File: src/logic/core_isa_pkg.sv
// Accumulator core command set
package core_isa_pkg;

    localparam int unsigned OP_WIDTH    = 2;
    localparam int unsigned SHAMT_WIDTH = 5;

    // Operation applied to the accumulator
    typedef enum logic [OP_WIDTH-1:0] {
        OP_LOAD = 2'd0,
        OP_ADD  = 2'd1,
        OP_XOR  = 2'd2,
        OP_ROTL = 2'd3
    } opcode_t;

    // Rotate amount, low bits of the operand
    typedef logic [SHAMT_WIDTH-1:0] shamt_t;

endpackage

File: src/logic/dmr_cfg_pkg.sv
// Lockstep subsystem configuration
package dmr_cfg_pkg;

    // Operand and result word
    localparam int unsigned WORD_WIDTH = 32;

    // Two cores, one system port each
    localparam int unsigned NUM_CORES = 2;

    // Core roles in lockstep mode
    localparam int unsigned LEAD_CORE   = 0;
    localparam int unsigned SHADOW_CORE = 1;

    typedef logic [WORD_WIDTH-1:0] word_t;

    // One bit per core or port
    typedef logic [NUM_CORES-1:0] core_vec_t;

endpackage

File: src/logic/cmd_fifo.sv
// Core command queue
`timescale 1ns/10ps

module cmd_fifo #(
    parameter int unsigned CMD_DEPTH = 4
) (
    input  logic                  clk_i,
    input  logic                  rst_n_i,
    input  logic                  push_i,
    input  core_isa_pkg::opcode_t push_op_i,
    input  dmr_cfg_pkg::word_t    push_operand_i,
    input  logic                  pop_i,
    output logic                  empty_o,
    output core_isa_pkg::opcode_t head_op_o,
    output dmr_cfg_pkg::word_t    head_operand_o
);
    import dmr_cfg_pkg::*;
    import core_isa_pkg::*;

    localparam int unsigned PTR_W = (CMD_DEPTH > 1) ? $clog2(CMD_DEPTH) : 1;
    localparam int unsigned CNT_W = $clog2(CMD_DEPTH + 1);

    typedef logic [PTR_W-1:0] ptr_t;
    typedef logic [CNT_W-1:0] cnt_t;

    localparam ptr_t LAST_IDX = ptr_t'(CMD_DEPTH - 1);

    opcode_t op_mem      [CMD_DEPTH];
    word_t   operand_mem [CMD_DEPTH];
    ptr_t    wr_ptr_q;
    ptr_t    rd_ptr_q;
    cnt_t    count_q;

    // Wrap at the last entry, depth need not be a power of two
    function automatic ptr_t ptr_inc(ptr_t ptr);
        return (ptr == LAST_IDX) ? '0 : ptr + 1'b1;
    endfunction

    always_ff @(posedge clk_i) begin
        if (push_i) begin
            op_mem[wr_ptr_q]      <= push_op_i;
            operand_mem[wr_ptr_q] <= push_operand_i;
        end
    end

    always_ff @(posedge clk_i or negedge rst_n_i) begin
        if (!rst_n_i) begin
            wr_ptr_q <= '0;
            rd_ptr_q <= '0;
            count_q  <= '0;
        end else begin
            if (push_i) wr_ptr_q <= ptr_inc(wr_ptr_q);
            if (pop_i)  rd_ptr_q <= ptr_inc(rd_ptr_q);
            case ({push_i, pop_i})
                2'b10:   count_q <= count_q + 1'b1;
                2'b01:   count_q <= count_q - 1'b1;
                default: count_q <= count_q;
            endcase
        end
    end

    // Head is read straight from the array
    assign empty_o        = (count_q == '0);
    assign head_op_o      = op_mem[rd_ptr_q];
    assign head_operand_o = operand_mem[rd_ptr_q];

endmodule

File: src/logic/dmr_top.sv
// Dual-core lockstep subsystem
`timescale 1ns/10ps

module dmr_top #(
    parameter int unsigned CMD_DEPTH   = 4,
    parameter int unsigned OUT_CREDITS = 2
) (
    input  logic                                               clk_i,
    input  logic                                               rst_n_i,
    input  logic                                               dmr_mode_i,
    // Command ports
    input  dmr_cfg_pkg::core_vec_t                             cmd_valid_i,
    input  core_isa_pkg::opcode_t [dmr_cfg_pkg::NUM_CORES-1:0] cmd_op_i,
    input  dmr_cfg_pkg::word_t    [dmr_cfg_pkg::NUM_CORES-1:0] cmd_operand_i,
    output dmr_cfg_pkg::core_vec_t                             cmd_credit_o,
    // Result ports
    output dmr_cfg_pkg::core_vec_t                             res_valid_o,
    output dmr_cfg_pkg::word_t    [dmr_cfg_pkg::NUM_CORES-1:0] res_data_o,
    input  dmr_cfg_pkg::core_vec_t                             res_credit_i,
    output logic                                               dmr_failure_o
);
    import dmr_cfg_pkg::*;
    import core_isa_pkg::*;

    // Between redundancy unit and cores
    core_vec_t                    core_cmd_valid;
    opcode_t   [NUM_CORES-1:0]    core_cmd_op;
    word_t     [NUM_CORES-1:0]    core_cmd_operand;
    core_vec_t                    core_cmd_credit;
    core_vec_t                    core_res_valid;
    word_t     [NUM_CORES-1:0]    core_res_data;
    core_vec_t                    core_res_credit;

    for (genvar i = 0; i < NUM_CORES; i++) begin : gen_core
        lockstep_core #(
            .CMD_DEPTH  (CMD_DEPTH),
            .OUT_CREDITS(OUT_CREDITS)
        ) i_lockstep_core (
            .clk_i        (clk_i),
            .rst_n_i      (rst_n_i),
            .cmd_valid_i  (core_cmd_valid[i]),
            .cmd_op_i     (core_cmd_op[i]),
            .cmd_operand_i(core_cmd_operand[i]),
            .cmd_credit_o (core_cmd_credit[i]),
            .res_valid_o  (core_res_valid[i]),
            .res_data_o   (core_res_data[i]),
            .res_credit_i (core_res_credit[i])
        );
    end

    hmr_unit i_hmr_unit (
        .clk_i             (clk_i),
        .rst_n_i           (rst_n_i),
        .dmr_mode_i        (dmr_mode_i),
        .sys_cmd_valid_i   (cmd_valid_i),
        .sys_cmd_op_i      (cmd_op_i),
        .sys_cmd_operand_i (cmd_operand_i),
        .sys_cmd_credit_o  (cmd_credit_o),
        .sys_res_valid_o   (res_valid_o),
        .sys_res_data_o    (res_data_o),
        .sys_res_credit_i  (res_credit_i),
        .core_cmd_valid_o  (core_cmd_valid),
        .core_cmd_op_o     (core_cmd_op),
        .core_cmd_operand_o(core_cmd_operand),
        .core_cmd_credit_i (core_cmd_credit),
        .core_res_valid_i  (core_res_valid),
        .core_res_data_i   (core_res_data),
        .core_res_credit_o (core_res_credit),
        .dmr_failure_o     (dmr_failure_o)
    );

endmodule

File: src/logic/hmr_unit.sv
// Redundancy unit for two cores
`timescale 1ns/10ps

module hmr_unit (
    input  logic                                                  clk_i,
    input  logic                                                  rst_n_i,
    // 1 for lockstep, 0 for independent
    input  logic                                                  dmr_mode_i,
    // System side
    input  dmr_cfg_pkg::core_vec_t                                sys_cmd_valid_i,
    input  core_isa_pkg::opcode_t [dmr_cfg_pkg::NUM_CORES-1:0]    sys_cmd_op_i,
    input  dmr_cfg_pkg::word_t    [dmr_cfg_pkg::NUM_CORES-1:0]    sys_cmd_operand_i,
    output dmr_cfg_pkg::core_vec_t                                sys_cmd_credit_o,
    output dmr_cfg_pkg::core_vec_t                                sys_res_valid_o,
    output dmr_cfg_pkg::word_t    [dmr_cfg_pkg::NUM_CORES-1:0]    sys_res_data_o,
    input  dmr_cfg_pkg::core_vec_t                                sys_res_credit_i,
    // Core side
    output dmr_cfg_pkg::core_vec_t                                core_cmd_valid_o,
    output core_isa_pkg::opcode_t [dmr_cfg_pkg::NUM_CORES-1:0]    core_cmd_op_o,
    output dmr_cfg_pkg::word_t    [dmr_cfg_pkg::NUM_CORES-1:0]    core_cmd_operand_o,
    input  dmr_cfg_pkg::core_vec_t                                core_cmd_credit_i,
    input  dmr_cfg_pkg::core_vec_t                                core_res_valid_i,
    input  dmr_cfg_pkg::word_t    [dmr_cfg_pkg::NUM_CORES-1:0]    core_res_data_i,
    output dmr_cfg_pkg::core_vec_t                                core_res_credit_o,
    // Sticky mismatch flag
    output logic                                                  dmr_failure_o
);
    import dmr_cfg_pkg::*;

    logic mismatch;
    logic failure_q;

    // Steering per core
    always_comb begin
        for (int i = 0; i < NUM_CORES; i++) begin
            if (dmr_mode_i && (i != LEAD_CORE)) begin
                // Shadow core follows the lead port
                core_cmd_valid_o[i]   = sys_cmd_valid_i[LEAD_CORE];
                core_cmd_op_o[i]      = sys_cmd_op_i[LEAD_CORE];
                core_cmd_operand_o[i] = sys_cmd_operand_i[LEAD_CORE];
                core_res_credit_o[i]  = sys_res_credit_i[LEAD_CORE];
                // Its own port goes quiet
                sys_cmd_credit_o[i]   = 1'b0;
                sys_res_valid_o[i]    = 1'b0;
            end else begin
                core_cmd_valid_o[i]   = sys_cmd_valid_i[i];
                core_cmd_op_o[i]      = sys_cmd_op_i[i];
                core_cmd_operand_o[i] = sys_cmd_operand_i[i];
                core_res_credit_o[i]  = sys_res_credit_i[i];
                sys_cmd_credit_o[i]   = core_cmd_credit_i[i];
                sys_res_valid_o[i]    = core_res_valid_i[i];
            end
            sys_res_data_o[i] = core_res_data_i[i];
        end
    end

    // Data only matters while a result is emitted
    assign mismatch = dmr_mode_i &&
                      ((core_res_valid_i[LEAD_CORE] != core_res_valid_i[SHADOW_CORE]) ||
                       (core_res_valid_i[LEAD_CORE] &&
                        (core_res_data_i[LEAD_CORE] != core_res_data_i[SHADOW_CORE])));

    // Held until reset
    always_ff @(posedge clk_i or negedge rst_n_i) begin
        if (!rst_n_i) begin
            failure_q <= 1'b0;
        end else if (mismatch) begin
            failure_q <= 1'b1;
        end
    end

    assign dmr_failure_o = failure_q;

endmodule

File: src/logic/lockstep_core.sv
// Accumulator core with credit flow control
`timescale 1ns/10ps

module lockstep_core #(
    parameter int unsigned CMD_DEPTH   = 4,
    parameter int unsigned OUT_CREDITS = 2
) (
    input  logic                  clk_i,
    input  logic                  rst_n_i,
    // Command channel
    input  logic                  cmd_valid_i,
    input  core_isa_pkg::opcode_t cmd_op_i,
    input  dmr_cfg_pkg::word_t    cmd_operand_i,
    output logic                  cmd_credit_o,
    // Result channel
    output logic                  res_valid_o,
    output dmr_cfg_pkg::word_t    res_data_o,
    input  logic                  res_credit_i
);
    import dmr_cfg_pkg::*;
    import core_isa_pkg::*;

    localparam int unsigned CRED_W = $clog2(OUT_CREDITS + 1);

    typedef logic [CRED_W-1:0] credit_t;

    logic                    fifo_empty;
    opcode_t                 head_op;
    word_t                   head_operand;
    logic                    pop;
    credit_t                 credit_q;
    word_t                   acc_q;
    word_t                   acc_next;
    shamt_t                  shamt;
    logic [2*WORD_WIDTH-1:0] rot_dbl;

    cmd_fifo #(
        .CMD_DEPTH(CMD_DEPTH)
    ) i_cmd_fifo (
        .clk_i         (clk_i),
        .rst_n_i       (rst_n_i),
        .push_i        (cmd_valid_i),
        .push_op_i     (cmd_op_i),
        .push_operand_i(cmd_operand_i),
        .pop_i         (pop),
        .empty_o       (fifo_empty),
        .head_op_o     (head_op),
        .head_operand_o(head_operand)
    );

    // Only execute when the result has somewhere to go
    assign pop = !fifo_empty && (credit_q != '0);

    // Rotate via a doubled word, upper half holds the result
    assign shamt   = shamt_t'(head_operand);
    assign rot_dbl = {acc_q, acc_q} << shamt;

    always_comb begin
        unique case (head_op)
            OP_LOAD: acc_next = head_operand;
            OP_ADD:  acc_next = acc_q + head_operand;
            OP_XOR:  acc_next = acc_q ^ head_operand;
            OP_ROTL: acc_next = rot_dbl[2*WORD_WIDTH-1 -: WORD_WIDTH];
            default: acc_next = acc_q;
        endcase
    end

    // The accumulator doubles as the result register
    always_ff @(posedge clk_i or negedge rst_n_i) begin
        if (!rst_n_i) begin
            acc_q        <= '0;
            res_valid_o  <= 1'b0;
            cmd_credit_o <= 1'b0;
        end else begin
            if (pop) acc_q <= acc_next;
            res_valid_o  <= pop;
            cmd_credit_o <= pop;
        end
    end

    // Result credits, spent at pop and refilled by the consumer
    always_ff @(posedge clk_i or negedge rst_n_i) begin
        if (!rst_n_i) begin
            credit_q <= credit_t'(OUT_CREDITS);
        end else begin
            case ({pop, res_credit_i})
                2'b10:   credit_q <= credit_q - 1'b1;
                2'b01:   credit_q <= credit_q + 1'b1;
                default: credit_q <= credit_q;
            endcase
        end
    end

    assign res_data_o = acc_q;

endmodule

File: config.mk
export PLATFORM = sky130hd
export DESIGN_NAME = dmr_top
export DESIGN_NICKNAME = d
export VERILOG_FILES = /design/src/logic/core_isa_pkg.sv /design/src/logic/dmr_cfg_pkg.sv /design/src/logic/cmd_fifo.sv /design/src/logic/dmr_top.sv /design/src/logic/hmr_unit.sv /design/src/logic/lockstep_core.sv
export SDC_FILE = /design/constraint.sdc
export NUM_CORES = 1
export LEC_CHECK = 0
export BUFFER_PORTS_ARGS = -buffer_cell sky130_fd_sc_hd__clkbuf_2
export CORE_MARGIN = 3
export CORE_UTILIZATION = 59
export DETAILED_ROUTE_END_ITERATION = 8
export PLACE_DENSITY = 0.75
export SLEW_MARGIN = 20
export SYNTH_ARGS = -nofsm -noshare
export SYNTH_HDL_FRONTEND = slang
export SYNTH_SLANG_ARGS = --single-unit
File: constraint.sdc
create_clock -name clk_i -period 11.84 [get_ports clk_i]
set_clock_uncertainty 0.1 [all_clocks]
set_input_delay 1.776 -clock clk_i [delete_from_list [all_inputs] [get_ports clk_i]]
set_output_delay 1.776 -clock clk_i [all_outputs]
set_load 0.01 [all_outputs]
==> impl.org <==
** Finish
- Final non-filler cell area :: 25,300 um2
- Synthesis-to-finish area growth :: 10.5%
- At the end of the flow the core is filled with cells to 0.666.
- At the end of the flow, the number of nets in the layout was 2,190.
- Of the cells placed in the final design, the portion with a size suffix greater than 1 is 0.207.
- The repair_antennas step left the layout with diodes totalling 0.

** Place
- The congestion estimate from routability-driven global placement came to 1.03.
- Detailed placement ended at an HPWL of 50.1 mm.
- Instance area at placement :: 23,900 um2
- Port Buffers :: 143

** Synth
- Multiplexer share of the synthesized area :: 0.232
- Of the total synthesized cell area, the portion taken by XOR and XNOR cells is 0.0199.
- Mapped cell area :: 22,900 um2
- Largest family of logic cells by synthesized area :: multiplexers
- Post-synthesis area per instance :: 11.8 um2
- The share of synthesized area in the top cell type comes to 0.357.
- Yosys printed 0 warnings.
- Number of synthesized flops with an enable pin :: 272
- Synthesis instantiated 80 different standard cells from the library.
- Ranked by total cell area, the synthesized netlist is headed by edfxtp_1 (36%), mux4_2 (10%), mux2i_1 (9.6%).
- For this run, asynchronously set or reset flops after synthesis account for 0.238.
- Compound-cell area share of the yosys netlist :: 0.139
- Counting every net in the synthesized netlist gives 2,097.
- Post-synthesis instance total :: 1,942
- Most instantiated library cell after synthesis :: edfxtp_1
- Of all cell types, the one taking the most synthesized area is edfxtp_1.
- Of the total synthesized cell area, the portion taken by full adders, half adders and majority gates is 0.0451.
- After synthesis, the most frequently instantiated cells are edfxtp_1 (272), mux2i_1 (220), nand2_1 (136).
- Synth Flop Type :: edfxtp_1
- Of the synthesized area, sequential elements account for 0.450.
- Register bit count reported by yosys :: 357
- Of the total synthesized cell area, the portion taken by AND, OR, NAND and NOR gates is 0.0799.

** Floorplanning
- From left edge to right edge, the die measures 203 um.
- The floorplan step set the die height to 203 um.
- ~140 I/O pins were placed.
- Core area :: 37,900 um2
- The initial utilization of the core area, before any placement, comes to 0.603.
- Count of standard-cell rows :: 71
- The floorplan step defined a die boundary enclosing just over 40,000 um2.

** Global routing
- Maximum number of pins on one net before global-route repair :: 63
- Number of antenna violations at the first check in global routing :: 1
- Number of global-route vias before repair :: 17,200
- First-pass GRT wire length :: ~110 mm
- Overflow left after global routing :: 0
- Global-route usage over all layers :: 0.344

** STA
- Maximum achievable frequency :: 188 MHz
- Unrepaired setup endpoints after global routing :: no
- Slew Viols, Final :: 0
- The number of hold violations in the final report is 0.
- Pin slew with the least headroom to its limit :: 1.22 ns
- Number of setup violations in the final report :: 0
- Minimum clock period :: 5.32 ns
- Final clock period utilization by the worst path :: 0.450
- Setup Total Neg Slack :: 0 ns
- Worst relative slew slack :: 0.184

** Detailed routing
- Via Count :: 18,000
- Detailed-route DRC error count :: 0
- Detail-routed net length per standard cell :: 28.0 um
- Wires add up to 72.1 mm.
- Per-cell via count in the routed design :: 6.98
- Number of optimization iterations in the first detailed-route pass :: 6
- The count of nets left with antenna violations once routing finished came out at 0.
- For this block, the initial DRC count from the detailed router was about 2,600.

** Clock network
- CTS sink cnt :: 357
- The number of clock buffers added by TritonCTS is 39.
- In this run the clock root is driven by a clkbuf_16.
- TritonCTS built the clock tree.
- CTS Hold Buffers Added :: 0
- After clock tree synthesis, the repair step resized 0 gates.
- Maximum clock insertion buffer count :: 3
- Clock-pin transition on the worst setup and hold timing paths :: 0.06 ns
- Setup Fix Bufs, Post-CTS :: 0
- CTS built an H-tree with a depth of 2.
- Clock insertion delay at the later pin of the skew report :: 0.54 ns

** Critical path
- The critical path is of the flop to flop type.
- Data on the critical path is required at its endpoint by 12.16 ns.
- STA classifies the critical path endpoint as a flop.
- Data on the critical path arrives at its endpoint at 5.65 ns.
- The worst setup path is launched from a flop.
- The number of cells on the worst reg-to-reg path is 12.
- Of all nets on the critical path, the largest fanout is 41.

** Min path
- Min-Delay Path Class :: flop to flop
- Along the worst hold path, the cell count comes to 1.

** Job
- The tool flagged a number of max-cap violations equal to 0.

** Outcome
- The flow ran to the end, and the final reports show no timing, DRC or antenna violations.
[layout make-up]
class | instances | area (um2)
repair buffers | 176 | 1010
well taps | 511 | 639
inverters | 46 | 178
clock inverters | 25 | 243
clock buffers | 46 | 1030
flip-flops and latches | 357 | 10300
multi-input cells | 1415 | 11900
fillers | 2790 | 12700
[metrics by stage]
step | worst slack (ns) | instances | hold WS, ns
2_1_floorplan | 7.23 | 1942 | 0.342
3_3_place_gp | 6.65 | 2503 | 0.378
3_5_place_dp | 6.56 | 2503 | 0.377
4_1_cts | 6.54 | 2574 | 0.387
5_1_grt | 6.13 | 2576 | 0.396
6_report | 6.52 | 2576 | 0.409
[placed cells by master, fill, tap and decap left out, types with 7 or more instances in the layout]
master,Yosys,layout
a2111oi_0,7,7
a211o_1,7,7
a211oi_1,23,23
a21o_1,28,28
a21oi_1,133,133
a221oi_1,20,20
a31oi_1,24,24
and2_1,15,15
and3_1,13,13
buf_4,13,32
clkbuf_16,0,40
clkbuf_2,0,142
clkinv_1,2,9
clkinv_2,0,8
dfrtp_1,83,81
edfxtp_1,272,272
ha_1,76,76
inv_1,42,42
mux2_2,61,61
mux2i_1,220,220
mux4_2,106,106
nand2_1,136,136
nand3_1,17,17
nand4_1,13,13
nor2_1,119,119
nor2b_1,16,12
nor3_1,29,29
nor4_1,7,7
o211ai_1,8,8
o21a_1,14,14
o21ai_0,96,95
o21ai_1,11,10
o21bai_1,11,11
o221ai_1,10,10
o22ai_1,42,42
o31ai_1,11,11
or3_1,11,11
xnor2_1,15,15
xor2_1,37,37
[path summary, 6_finish.rpt]
check	start	to	slack, ns
worst max-delay path	flop	gen_core[0].i_lockstep_core.res_data_o[26]$_DFFE_PN0P_	6.52
max in group asynchronous	rst_n_i	async pin	9.27
worst min register to register	i_hmr_unit.dmr_failure_o$_DFFE_PN0P_	i_hmr_unit.dmr_failure_o$_DFFE_PN0P_	0.41
min in group asynchronous	rst_n_i	gen_core[1].i_lockstep_core.res_data_o[9]$_DFFE_PN0P_	1.04
worst max register to register	flop	gen_core[0].i_lockstep_core.res_data_o[26]$_DFFE_PN0P_	6.52
worst min-delay path	i_hmr_unit.dmr_failure_o$_DFFE_PN0P_	i_hmr_unit.dmr_failure_o$_DFFE_PN0P_	0.41
[per-layer routing]
metal / track usage / share of wire / vias up
met5: 0 / 0.00018 / -
met1: 0.513 / 0.40 / 8781
met2: 0.505 / 0.43 / 1211
met3: 0.0823 / 0.13 / 166
met4: 0.109 / 0.035 / 2
li1: - / - / 7817
[sequential cells by signal (all words and copies together) (netlist names)]
name	cells
gen_core.i_lockstep_core.i_cmd_fifo.operand_mem	256
gen_core.i_lockstep_core.res_data_o	64
gen_core.i_lockstep_core.i_cmd_fifo.op_mem	16
gen_core.i_lockstep_core.i_cmd_fifo.count_q	6
gen_core.i_lockstep_core.credit_q	4
gen_core.i_lockstep_core.i_cmd_fifo.rd_ptr_q	4
gen_core.i_lockstep_core.i_cmd_fifo.wr_ptr_q	4
gen_core.i_lockstep_core.cmd_credit_o	2
i_hmr_unit.dmr_failure_o	1
[cell families after synthesis]
family                   count (synthesis)
XOR/XNOR                                52
AND/OR/NAND/NOR                        400
adder cells (fa/ha/maj)                 80
multiplexers                           388
buffers and inverters                  170
AO/OA/AOI/OAI                          495
flip-flops                             357
[critical path: stages, from the launching register on]
cell,delay [ns]
dfrtp_2,0.35
buf_4,0.58
mux4_2,0.88
inv_2,0.56
fa_1,0.31
nor2b_1,0.08
o31a_1,0.29
a2111oi_1,0.58
o41ai_1,0.27
a311oi_2,0.44
o21ai_0,0.17
or3_1,0.32
a32o_1,0.26
Power is left out: the tool's default activity adds up to more than one toggle a clock period on the data nets, which glitch-free logic cannot reach.
